[src/design/pixgen_defs.svh]
// Image, kernel, feature and display sizes, register count, credit depth, AXI-Lite width
`ifndef PIXGEN_DEFS_SVH
`define PIXGEN_DEFS_SVH

// ========================================
// Geometry
// ========================================
`define PIXGEN_IMG_SIZE   8   // Input image width and height
`define PIXGEN_KSIZE      3   // Kernel width and height
`define PIXGEN_FEAT_SIZE  6   // IMG_SIZE - KSIZE + 1, no padding
`define PIXGEN_DISP_SIZE  12  // Each feature pixel drawn as 2x2

// ========================================
// Control and flow
// ========================================
`define PIXGEN_REG_COUNT  8   // AXI-Lite register file entries
`define PIXGEN_CREDITS    4   // Packer FIFO depth, also initial credits
`define PIXGEN_AXIL_AW    8   // AXI-Lite address width

`endif
[src/design/pixgen_pkg.sv]
// AXI-Lite FSM state and response enums, capture state enum, kernel/write/beat structs
package pixgen_pkg;

    // AXI-Lite write channel FSM
    typedef enum logic [2:0] {
        await_addr_and_data = 3'b000,
        await_data          = 3'b001,
        await_addr          = 3'b010,
        do_write            = 3'b100,
        await_resp          = 3'b101
    } axil_wstate_e;

    // AXI-Lite read channel FSM
    typedef enum logic [1:0] {
        await_raddr = 2'b00,
        fetch       = 2'b01,
        await_read  = 2'b10
    } axil_rstate_e;

    typedef enum logic [1:0] {
        resp_okay   = 2'b00,
        resp_slverr = 2'b10
    } axil_resp_e;

    typedef enum logic [2:0] {
        cap_idle, cap_read, cap_acc, cap_write, cap_done
    } cap_state_e;

    typedef logic signed [3:0] coef_t;

    typedef struct packed {
        coef_t [8:0] coef;   // Row-major, coef[0] is top left
        logic  [3:0] shift;  // Arithmetic right shift of the sum
    } conv_cfg_t;

    typedef struct packed {
        logic       valid;
        logic [5:0] addr;  // row*6 + col
        logic [7:0] data;
    } feat_wr_t;

    typedef struct packed {
        logic [7:0] gray;
        logic       sof;   // First pixel of frame
        logic       eol;   // Last pixel of line
    } pix_beat_t;

endpackage

[src/design/pixel_generator.sv]
// Top level: AXI-Lite registers, convolution capture, feature tiler and stream packer
`timescale 1ns/100ps
`include "pixgen_defs.svh"

module pixel_generator (
    input  logic                       s_axi_lite_aclk,
    input  logic                       axi_resetn,
    input  logic [`PIXGEN_AXIL_AW-1:0] s_axi_lite_araddr,
    output logic                       s_axi_lite_arready,
    input  logic                       s_axi_lite_arvalid,
    input  logic [`PIXGEN_AXIL_AW-1:0] s_axi_lite_awaddr,
    output logic                       s_axi_lite_awready,
    input  logic                       s_axi_lite_awvalid,
    input  logic                       s_axi_lite_bready,
    output logic [1:0]                 s_axi_lite_bresp,
    output logic                       s_axi_lite_bvalid,
    output logic [31:0]                s_axi_lite_rdata,
    input  logic                       s_axi_lite_rready,
    output logic [1:0]                 s_axi_lite_rresp,
    output logic                       s_axi_lite_rvalid,
    input  logic [31:0]                s_axi_lite_wdata,
    output logic                       s_axi_lite_wready,
    input  logic                       s_axi_lite_wvalid,
    output logic [5:0]                 img_addr,
    input  logic [7:0]                 img_rdata,
    output logic [31:0]                out_stream_tdata,
    output logic [3:0]                 out_stream_tkeep,
    output logic                       out_stream_tlast,
    output logic [0:0]                 out_stream_tuser,
    output logic                       out_stream_tvalid,
    input  logic                       out_stream_tready
);
    logic                  start, frame_en, busy, done;
    logic                  beat_valid, credit_return;
    logic [31:0]           frame_count;
    pixgen_pkg::conv_cfg_t cfg;
    pixgen_pkg::feat_wr_t  feat_wr;
    pixgen_pkg::pix_beat_t beat;

    // Control plane
    axil_regs u_regs (
        .s_axi_lite_aclk, .axi_resetn,
        .s_axi_lite_araddr, .s_axi_lite_arready, .s_axi_lite_arvalid,
        .s_axi_lite_awaddr, .s_axi_lite_awready, .s_axi_lite_awvalid,
        .s_axi_lite_bready, .s_axi_lite_bresp, .s_axi_lite_bvalid,
        .s_axi_lite_rdata, .s_axi_lite_rready, .s_axi_lite_rresp, .s_axi_lite_rvalid,
        .s_axi_lite_wdata, .s_axi_lite_wready, .s_axi_lite_wvalid,
        .start, .frame_en, .cfg, .busy, .done, .frame_count
    );

    // Image port to feature buffer
    conv_capture u_capture (
        .s_axi_lite_aclk, .axi_resetn, .start, .cfg,
        .img_addr, .img_rdata, .feat_wr, .busy, .done
    );

    // Feature buffer to credit link
    feature_tiler u_tiler (
        .s_axi_lite_aclk, .axi_resetn, .start, .frame_en, .feat_wr,
        .cap_done (done),
        .beat, .beat_valid, .credit_return, .frame_count
    );

    stream_packer u_packer (
        .s_axi_lite_aclk, .axi_resetn, .beat, .beat_valid, .credit_return,
        .out_stream_tdata, .out_stream_tkeep, .out_stream_tlast,
        .out_stream_tuser, .out_stream_tvalid, .out_stream_tready
    );

endmodule

[src/design/stream_packer.sv]
// Credit FIFO of display beats, gray-to-RGB AXI-Stream formatting, credit return per transfer
`timescale 1ns/100ps
`include "pixgen_defs.svh"

module stream_packer (
    input  logic                  s_axi_lite_aclk,
    input  logic                  axi_resetn,
    input  pixgen_pkg::pix_beat_t beat,
    input  logic                  beat_valid,
    output logic                  credit_return,
    output logic [31:0]           out_stream_tdata,
    output logic [3:0]            out_stream_tkeep,
    output logic                  out_stream_tlast,
    output logic [0:0]            out_stream_tuser,
    output logic                  out_stream_tvalid,
    input  logic                  out_stream_tready
);
    localparam int DEPTH = `PIXGEN_CREDITS;
    localparam int PW    = $clog2(DEPTH);

    pixgen_pkg::pix_beat_t fifo [DEPTH];
    pixgen_pkg::pix_beat_t head;
    logic [PW-1:0]         wr_ptr, rd_ptr;  // Wrap naturally, depth is a power of two
    logic [PW:0]           count;
    logic                  pop;

    assign head = fifo[rd_ptr];
    assign pop  = out_stream_tvalid && out_stream_tready;

    // Tiler never pushes without a credit, so no full check
    always_ff @(posedge s_axi_lite_aclk) begin
        if (beat_valid) fifo[wr_ptr] <= beat;
    end

    always_ff @(posedge s_axi_lite_aclk) begin
        if (!axi_resetn) begin
            wr_ptr        <= '0;
            rd_ptr        <= '0;
            count         <= '0;
            credit_return <= 1'b0;
        end else begin
            wr_ptr        <= wr_ptr + PW'(beat_valid);
            rd_ptr        <= rd_ptr + PW'(pop);
            count         <= count + beat_valid - pop;
            credit_return <= pop;  // One slot freed per transfer
        end
    end

    // ========================================
    // AXI-Stream view of FIFO head
    // ========================================
    assign out_stream_tvalid = (count != '0);
    assign out_stream_tdata  = {8'h00, head.gray, head.gray, head.gray};  // R, G, B equal
    assign out_stream_tkeep  = 4'hF;
    assign out_stream_tlast  = head.eol;
    assign out_stream_tuser  = head.sof;

endmodule

[src/design/feature_tiler.sv]
// Feature buffer, feature valid flag, 12x12 display scan with 2x upscale, credits, frame count
`timescale 1ns/100ps
`include "pixgen_defs.svh"

module feature_tiler (
    input  logic                  s_axi_lite_aclk,
    input  logic                  axi_resetn,
    input  logic                  start,
    input  logic                  frame_en,
    input  pixgen_pkg::feat_wr_t  feat_wr,
    input  logic                  cap_done,
    output pixgen_pkg::pix_beat_t beat,
    output logic                  beat_valid,
    input  logic                  credit_return,
    output logic [31:0]           frame_count
);
    localparam int CW = $clog2(`PIXGEN_CREDITS + 1);

    logic [7:0]    fbuf [`PIXGEN_FEAT_SIZE * `PIXGEN_FEAT_SIZE];
    logic          feat_valid, active, spend;
    logic [3:0]    x, y;        // Display coordinates
    logic [CW-1:0] credit_cnt;  // Free slots in packer FIFO
    logic [5:0]    rd_addr;

    assign rd_addr = 6'(y[3:1] * `PIXGEN_FEAT_SIZE + x[3:1]);  // 2x2 replicate
    assign spend   = active && (credit_cnt != '0);

    always_ff @(posedge s_axi_lite_aclk) begin
        if (feat_wr.valid) fbuf[feat_wr.addr] <= feat_wr.data;
    end

    // Beat payload, valid flag below
    always_ff @(posedge s_axi_lite_aclk) begin
        if (spend) begin
            beat <= '{gray: fbuf[rd_addr],
                      sof:  (x == 4'd0) && (y == 4'd0),
                      eol:  x == 4'(`PIXGEN_DISP_SIZE - 1)};
        end
    end

    // ========================================
    // Scan, credits and frame count
    // ========================================
    always_ff @(posedge s_axi_lite_aclk) begin
        if (!axi_resetn) begin
            feat_valid  <= 1'b0;
            active      <= 1'b0;
            x           <= '0;
            y           <= '0;
            credit_cnt  <= CW'(`PIXGEN_CREDITS);
            beat_valid  <= 1'b0;
            frame_count <= '0;
        end else begin
            credit_cnt <= credit_cnt - spend + credit_return;
            beat_valid <= spend;
            if (start) begin
                feat_valid <= 1'b0;  // Old features stale once capture restarts
            end else if (cap_done) begin
                feat_valid <= 1'b1;
            end
            if (!active) begin
                active <= feat_valid && frame_en;
            end else if (spend) begin
                if (x == 4'd0 && y == 4'd0) frame_count <= frame_count + 32'd1;
                if (x == 4'(`PIXGEN_DISP_SIZE - 1)) begin
                    x <= '0;
                    if (y == 4'(`PIXGEN_DISP_SIZE - 1)) begin
                        y      <= '0;
                        active <= 1'b0;  // Frame done, rearm checks frame_en
                    end else begin
                        y <= y + 4'd1;
                    end
                end else begin
                    x <= x + 4'd1;
                end
            end
        end
    end

endmodule

[src/design/conv_capture.sv]
// Image read sequencer, 3x3 multiply-accumulate, shift and clamp, feature buffer writes
`timescale 1ns/100ps
`include "pixgen_defs.svh"

module conv_capture (
    input  logic                  s_axi_lite_aclk,
    input  logic                  axi_resetn,
    input  logic                  start,
    input  pixgen_pkg::conv_cfg_t cfg,
    output logic [5:0]            img_addr,
    input  logic [7:0]            img_rdata,
    output pixgen_pkg::feat_wr_t  feat_wr,
    output logic                  busy,
    output logic                  done
);
    pixgen_pkg::cap_state_e state;
    logic [2:0]             row, col;  // Output position
    logic [1:0]             kr, kc;    // Kernel tap
    logic [3:0]             tap;
    logic signed [15:0]     sum, prod, shifted;
    logic [7:0]             clamped;

    assign tap      = 4'(kr * `PIXGEN_KSIZE + kc);
    assign img_addr = 6'((row + kr) * `PIXGEN_IMG_SIZE + col + kc);
    assign prod     = $signed(cfg.coef[tap]) * $signed({1'b0, img_rdata});  // Pixel is unsigned
    assign shifted  = sum >>> cfg.shift;

    // Clamp to 0..255
    always_comb begin
        if (shifted < 0) begin
            clamped = 8'd0;
        end else if (shifted > 16'sd255) begin
            clamped = 8'd255;
        end else begin
            clamped = shifted[7:0];
        end
    end

    // ========================================
    // Capture FSM, two cycles per tap
    // ========================================
    always_ff @(posedge s_axi_lite_aclk) begin
        if (!axi_resetn) begin
            state         <= pixgen_pkg::cap_idle;
            feat_wr.valid <= 1'b0;
            row           <= '0;
            col           <= '0;
            kr            <= '0;
            kc            <= '0;
        end else begin
            feat_wr.valid <= 1'b0;
            case (state)
                pixgen_pkg::cap_idle, pixgen_pkg::cap_done: if (start) begin
                    row   <= '0;
                    col   <= '0;
                    kr    <= '0;
                    kc    <= '0;
                    sum   <= '0;
                    state <= pixgen_pkg::cap_read;
                end
                pixgen_pkg::cap_read: state <= pixgen_pkg::cap_acc;  // Data lands next cycle
                pixgen_pkg::cap_acc: begin
                    sum   <= sum + prod;
                    state <= pixgen_pkg::cap_read;
                    if (kc == 2'(`PIXGEN_KSIZE - 1)) begin
                        kc <= '0;
                        if (kr == 2'(`PIXGEN_KSIZE - 1)) begin
                            kr    <= '0;
                            state <= pixgen_pkg::cap_write;  // All nine taps summed
                        end else begin
                            kr <= kr + 2'd1;
                        end
                    end else begin
                        kc <= kc + 2'd1;
                    end
                end
                pixgen_pkg::cap_write: begin
                    feat_wr <= '{valid: 1'b1,
                                 addr:  6'(row * `PIXGEN_FEAT_SIZE + col),
                                 data:  clamped};
                    sum     <= '0;
                    state   <= pixgen_pkg::cap_read;
                    if (col == 3'(`PIXGEN_FEAT_SIZE - 1)) begin
                        col <= '0;
                        if (row == 3'(`PIXGEN_FEAT_SIZE - 1)) begin
                            state <= pixgen_pkg::cap_done;  // Last of 36 positions
                        end else begin
                            row <= row + 3'd1;
                        end
                    end else begin
                        col <= col + 3'd1;
                    end
                end
                default: state <= pixgen_pkg::cap_idle;
            endcase
        end
    end

    assign busy = (state == pixgen_pkg::cap_read) || (state == pixgen_pkg::cap_acc) ||
                  (state == pixgen_pkg::cap_write);
    assign done = (state == pixgen_pkg::cap_done);  // Held until next start

endmodule

[src/design/axil_regs.sv]
// AXI-Lite slave with register file, start pulse, kernel config, status and frame count reads
`timescale 1ns/100ps
`include "pixgen_defs.svh"

module axil_regs (
    input  logic                       s_axi_lite_aclk,
    input  logic                       axi_resetn,
    input  logic [`PIXGEN_AXIL_AW-1:0] s_axi_lite_araddr,
    output logic                       s_axi_lite_arready,
    input  logic                       s_axi_lite_arvalid,
    input  logic [`PIXGEN_AXIL_AW-1:0] s_axi_lite_awaddr,
    output logic                       s_axi_lite_awready,
    input  logic                       s_axi_lite_awvalid,
    input  logic                       s_axi_lite_bready,
    output logic [1:0]                 s_axi_lite_bresp,
    output logic                       s_axi_lite_bvalid,
    output logic [31:0]                s_axi_lite_rdata,
    input  logic                       s_axi_lite_rready,
    output logic [1:0]                 s_axi_lite_rresp,
    output logic                       s_axi_lite_rvalid,
    input  logic [31:0]                s_axi_lite_wdata,
    output logic                       s_axi_lite_wready,
    input  logic                       s_axi_lite_wvalid,
    output logic                       start,
    output logic                       frame_en,
    output pixgen_pkg::conv_cfg_t      cfg,
    input  logic                       busy,
    input  logic                       done,
    input  logic [31:0]                frame_count
);
    localparam int IW = $clog2(`PIXGEN_REG_COUNT);

    logic [31:0]              regs [`PIXGEN_REG_COUNT];
    pixgen_pkg::axil_wstate_e wstate;
    pixgen_pkg::axil_rstate_e rstate;
    logic [IW-1:0]            waddr, raddr;  // Word index from addr[4:2]
    logic [31:0]              wdata_q, rmux;

    // ========================================
    // Write channel
    // ========================================
    always_ff @(posedge s_axi_lite_aclk) begin
        if (!axi_resetn) begin
            wstate <= pixgen_pkg::await_addr_and_data;
            start  <= 1'b0;
            for (int i = 0; i < `PIXGEN_REG_COUNT; i++) begin
                regs[i] <= '0;
            end
        end else begin
            start <= 1'b0;  // Single-cycle pulse
            case (wstate)
                pixgen_pkg::await_addr_and_data: begin
                    if (s_axi_lite_awvalid) waddr <= s_axi_lite_awaddr[2 +: IW];
                    if (s_axi_lite_wvalid) wdata_q <= s_axi_lite_wdata;
                    case ({s_axi_lite_awvalid, s_axi_lite_wvalid})
                        2'b11:   wstate <= pixgen_pkg::do_write;
                        2'b10:   wstate <= pixgen_pkg::await_data;
                        2'b01:   wstate <= pixgen_pkg::await_addr;
                        default: wstate <= pixgen_pkg::await_addr_and_data;
                    endcase
                end
                pixgen_pkg::await_data: if (s_axi_lite_wvalid) begin
                    wdata_q <= s_axi_lite_wdata;
                    wstate  <= pixgen_pkg::do_write;
                end
                pixgen_pkg::await_addr: if (s_axi_lite_awvalid) begin
                    waddr  <= s_axi_lite_awaddr[2 +: IW];
                    wstate <= pixgen_pkg::do_write;
                end
                pixgen_pkg::do_write: begin
                    if (waddr == '0) begin
                        regs[0] <= {wdata_q[31:1], 1'b0};  // Start bit never stored
                        start   <= wdata_q[0];
                    end else if (waddr != IW'(3) && waddr != IW'(4)) begin
                        regs[waddr] <= wdata_q;  // Status and counter are read-only
                    end
                    wstate <= pixgen_pkg::await_resp;
                end
                pixgen_pkg::await_resp:
                    if (s_axi_lite_bready) wstate <= pixgen_pkg::await_addr_and_data;
                default: wstate <= pixgen_pkg::await_addr_and_data;
            endcase
        end
    end

    assign s_axi_lite_awready = (wstate == pixgen_pkg::await_addr_and_data) ||
                                (wstate == pixgen_pkg::await_addr);
    assign s_axi_lite_wready  = (wstate == pixgen_pkg::await_addr_and_data) ||
                                (wstate == pixgen_pkg::await_data);
    assign s_axi_lite_bvalid  = (wstate == pixgen_pkg::await_resp);
    assign s_axi_lite_bresp   = pixgen_pkg::resp_okay;  // All eight indices decode

    // ========================================
    // Read channel
    // ========================================
    always_comb begin
        case (raddr)
            IW'(3):  rmux = {30'd0, busy, done};  // Live status
            IW'(4):  rmux = frame_count;
            default: rmux = regs[raddr];
        endcase
    end

    always_ff @(posedge s_axi_lite_aclk) begin
        if (!axi_resetn) begin
            rstate <= pixgen_pkg::await_raddr;
        end else begin
            case (rstate)
                pixgen_pkg::await_raddr: if (s_axi_lite_arvalid) begin
                    raddr  <= s_axi_lite_araddr[2 +: IW];
                    rstate <= pixgen_pkg::fetch;
                end
                pixgen_pkg::fetch: begin
                    s_axi_lite_rdata <= rmux;  // Sampled one cycle after AR
                    rstate           <= pixgen_pkg::await_read;
                end
                pixgen_pkg::await_read:
                    if (s_axi_lite_rready) rstate <= pixgen_pkg::await_raddr;
                default: rstate <= pixgen_pkg::await_raddr;
            endcase
        end
    end

    assign s_axi_lite_arready = (rstate == pixgen_pkg::await_raddr);
    assign s_axi_lite_rvalid  = (rstate == pixgen_pkg::await_read);
    assign s_axi_lite_rresp   = pixgen_pkg::resp_okay;

    // Kernel config straight from the register file
    always_comb begin
        for (int k = 0; k < 8; k++) begin
            cfg.coef[k] = regs[1][4*k +: 4];
        end
        cfg.coef[8] = regs[2][3:0];
        cfg.shift   = regs[0][11:8];
    end

    assign frame_en = regs[0][1];

endmodule

[config.mk]
export PLATFORM = sky130hd
export DESIGN_NAME = pixel_generator
export DESIGN_NICKNAME = d
export VERILOG_FILES = /design/src/design/pixgen_pkg.sv /design/src/design/pixel_generator.sv /design/src/design/stream_packer.sv /design/src/design/feature_tiler.sv /design/src/design/conv_capture.sv /design/src/design/axil_regs.sv
export VERILOG_INCLUDE_DIRS = /design/src /design/src/design
export SDC_FILE = /design/constraint.sdc
export NUM_CORES = 1
export LEC_CHECK = 0
export BUFFER_PORTS_ARGS = -buffer_cell sky130_fd_sc_hd__buf_2
export CAP_MARGIN = 10
export CORE_MARGIN = 4
export CORE_UTILIZATION = 50
export DETAILED_ROUTE_END_ITERATION = 12
export HOLD_SLACK_MARGIN = 0.08
export MAX_ROUTING_LAYER = met4
export PLACE_DENSITY = 0.67
export RECOVER_POWER = 50
export SETUP_SLACK_MARGIN = 0.1
export SYNTH_ARGS = -nofsm -noshare
export SYNTH_HDL_FRONTEND = slang
export SYNTH_SLANG_ARGS = --single-unit
[constraint.sdc]
create_clock -name s_axi_lite_aclk -period 10.1 [get_ports s_axi_lite_aclk]
set_input_delay 2.525 -clock s_axi_lite_aclk [delete_from_list [all_inputs] [get_ports s_axi_lite_aclk]]
set_output_delay 2.525 -clock s_axi_lite_aclk [all_outputs]
set_load 0.005 [all_outputs]
==> results.md <==
- Total gr overflow: 0
- # clock sinks: around 770
- Hold Path Stages: 1
- CTS tree: built
- Row Count: 95
- Outcome: complete, but fails checks
- Max-slew violation count: 231
- Die ar.: 72900 um^2
- CTS resizes: 0
- Hold WC Path Type: flop to flop
- Storage cell area: between 20000 and 25000 um^2
- Nets: roughly 2.5k
- Clk slew on worst S/H paths: about 0.06 ns
- Worst slew pin tran: 2.36 ns
- Number of remaining DRC errors: 0
- Placed cell count: around 3.2k
- Crit-path max FO: 10
- Ys flop type: edfxtp_1
- Slowest cell on the critical path: fa_1
- PwrDens: approximately 180 nW/um^2
- Leak: about 14 nW
- Area Overhead vs Synth: 12.1%
- Worst vdd ir: around 0.16 mV
- Non-filler cells, final: approximately 3.3k
- Final period utilization: 82.6%
- Crit path kind: flop to flop
- RSZ-0062 raised after global routing: false
- Drt via density: approximately 5.6
- Number of I/O port buffers: roughly 120
- # setup viols final: 0
- Antenna-violating nets left: 0
- Seq/Total Area, Yosys: roughly 65%
- Number of flops mapped to enable cells by yosys: ~690
- Ys async rst share: 0%
- Max Root-Sink Buffers: 3
- Htree depth: 3
- Failing checks: capacitance limit, slew limit
- Number of global-route vias before repair: around 20k
- Die height: about 270 um
- Clock Tree Root: clkbuf_16
- Die W: approximately 270 um
- Critical path's largest stage delay: 0.75 ns
- Routed len/inst: approximately 23 um
- Fillers: between 5k and 6k
- Most frequent cells in the layout: 694 x edfxtp_1, 221 x and2_1, 158 x nor2_1, 156 x mux4_2, 119 x buf_2
- Via count: 18.6k
- Slew headroom: -57.8%
- Worst setup SP type: flop
- Max-Cap Viols: 8
- Largest net degree at the start of global routing: 65
- Worst-Skew Late Latency: slightly above 0.6 ns
- I/O pin cnt: 150
- Clock skew: around 0.021 ns
- Post-route setup TNS: 0 ns
- GR Util All Layers: roughly a fifth
- Worst-case reg-to-reg path depth: 28
- Placer Congestion: around 0.83
- Post-Syn Area per Cell: about 16 um^2
- Core ar.: between 60000 and 70000 um^2
- Drt first pass iters: 5
- Final hold vios: 0
- Multi-input logic area: around 11000 um^2
- Critical path's top delay family: adder cells
- Crit path depth: 28
- Synth warnings: 0
- Crit path time final: about 8.3 ns
- CP most frequent cell: fa_1
- Setup repair bufs after CTS: 0
- Critical Path AT: just under 9 ns
- Post-DP HPWL: slightly below 50000 um
- First-pass GRT wire length: ~120000 um
- Core Util, Final: 56.9%
- Share of layout cells above drive strength 1: between 10% and 20%
- Post-synthesis cell area: around 34000 um^2
- Req. time, crit path: 10.43 ns
- Initial antenna violation count: 0
- F_max: approximately 120 MHz
- Yosys cell types: 75
- Initial drt markers: about 1.5k
- Crit path capture type: flop
- Routed WL: around 75000 um
- Cells after Synth: roughly 2.2k
- Initial Utilization: between 50% and 60%
- Hold_buf cts: 0
- Critical path buffers and inverters: 4
- Cts bufs inserted: 80
- #FFs+latches synth: 771
- Most common cell after layout, fill and taps aside: edfxtp_1
[where the power goes]
part	switching, mW	total, mW	internal [mW]
Combinational	0.238	0.450	0.212
Sequential	0.0670	3.60	3.53
Clock	1.21	2.94	1.73
Total	1.51	6.99	5.47
[registers in the layout, indices dropped and copies added (netlist names), 3 cells and up, named ones only]
name and cells:
u_regs.s_axi_lite_rdata 32, u_capture.feat_wr 15, u_regs.raddr 3, u_tiler.x 4
u_regs.wstate 3, u_regs.waddr 3, u_regs.regs 256, u_packer.fifo 40
u_tiler.fbuf 288, u_capture.sum 16, u_tiler.beat 10, u_regs.wdata_q 32
u_tiler.frame_count 32, u_capture.col 3, u_capture.state 3, u_packer.count 3
u_capture.row 3, u_tiler.y 4, u_tiler.credit_cnt 3
[through the flow]
step / hold slack (ns) / power [mW] / worst slack (ns) / area (um^2)
after global placement: 0.467 / 4.11 / 1.88 / 35900
after floorplan: 0.434 / 3.98 / 2.46 / 34600
final: 0.481 / 6.99 / 1.76 / 38500
after global routing: 0.512 / 7.24 / 1.20 / 38500
after CTS: 0.476 / 7.04 / 1.71 / 38500
after detailed placement: 0.460 / 4.12 / 1.76 / 35900
[cells in the mapped netlist, types with 3 or more instances]
| cell type | instances | area (um^2) |
|---|---|---|
| and4_1 | 7 | 61.3 |
| clkbuf_8 | 4 | 55.1 |
| buf_4 | 35 | 263 |
| a221oi_1 | 7 | 61.3 |
| buf_1 | 6 | 22.5 |
| a22o_1 | 3 | 26.3 |
| xor2_1 | 25 | 219 |
| clkbuf_1 | 53 | 199 |
| and3_1 | 23 | 144 |
| mux2_2 | 13 | 146 |
| a211oi_1 | 12 | 90.1 |
| nand2_1 | 110 | 413 |
| mux4_1 | 8 | 210 |
| or2_2 | 4 | 25.0 |
| o21ai_0 | 51 | 255 |
| edfxtp_1 | 694 | 20800 |
| nor2_1 | 160 | 601 |
| dfxtp_1 | 77 | 1540 |
| buf_2 | 21 | 105 |
| xnor2_1 | 43 | 377 |
| fa_1 | 24 | 480 |
| a31oi_1 | 3 | 18.8 |
| nor3_1 | 28 | 140 |
| and3b_1 | 3 | 26.3 |
| nor2b_1 | 17 | 106 |
| a2111oi_2 | 3 | 45.0 |
| and2_1 | 221 | 1380 |
| or3_1 | 5 | 31.3 |
| mux4_2 | 156 | 3510 |
| nand4_1 | 9 | 56.3 |
| nand2b_1 | 18 | 113 |
| buf_6 | 6 | 67.6 |
| ha_1 | 73 | 913 |
| a2111oi_1 | 5 | 50.1 |
| nand3_1 | 34 | 170 |
| inv_1 | 51 | 191 |
| mux2i_1 | 56 | 561 |
| a21oi_1 | 44 | 220 |
| a21o_1 | 5 | 37.5 |
| nor3b_1 | 7 | 52.6 |
| nand3b_1 | 9 | 67.6 |
| o21a_1 | 3 | 22.5 |
| nor4_1 | 4 | 25.0 |
[cells by family after synthesis]
group / Yosys count / synth area share [%]
flip-flops: 771 / 65.2
AND/OR/NAND/NOR: 668 / 10.2
multiplexers: 233 / 12.9
buffers and inverters: 179 / 2.76
AO/OA/AOI/OAI: 159 / 3.00
adder cells (fa/ha/maj): 97 / 4.06
XOR/XNOR: 69 / 1.80
other: 2 / 0.0219
[worst paths after layout]
check,start,endpoint,slack [ns]
worst max-delay path,u_capture.kr[0],u_capture.sum[13],1.76
worst min-delay path,u_regs.start,u_tiler.feat_valid,0.48
worst max register to register,u_capture.kr[0],u_capture.sum[13],1.76
worst min register to register,u_regs.start,u_tiler.feat_valid,0.48
[worst reg2reg max path, delay by kind of cell (launching register included)]
family | cells | cell delay, ns
xor+xnor | 2 | 0.33
compound gates | 7 | 1.70
flops | 1 | 0.42
simple gates | 6 | 1.40
buf+inv | 4 | 0.29
fa+ha+maj | 9 | 3.91
[layer usage]
metal	global-route usage [%]	vias to the layer above	wire length, um
li1	-	8498	-
met1	26.4	9511	30100
met2	37.4	491	39600
met3	2.49	127	3360
met4	5.49	0	1780
met5	-	-	0
[cell type report]
class / instances / area share [%]
inverter: 52 / 0.511
antenna: 1 / 0.00650
tap: 873 / 2.84
sequential: 771 / 58.2
timing repair buffer: 154 / 2.11
multi-input combinational: 1307 / 29.5
clock inverter: 43 / 1.05
clock buffer: 103 / 5.75
Note: power is estimated with default switching activity, not from simulation.
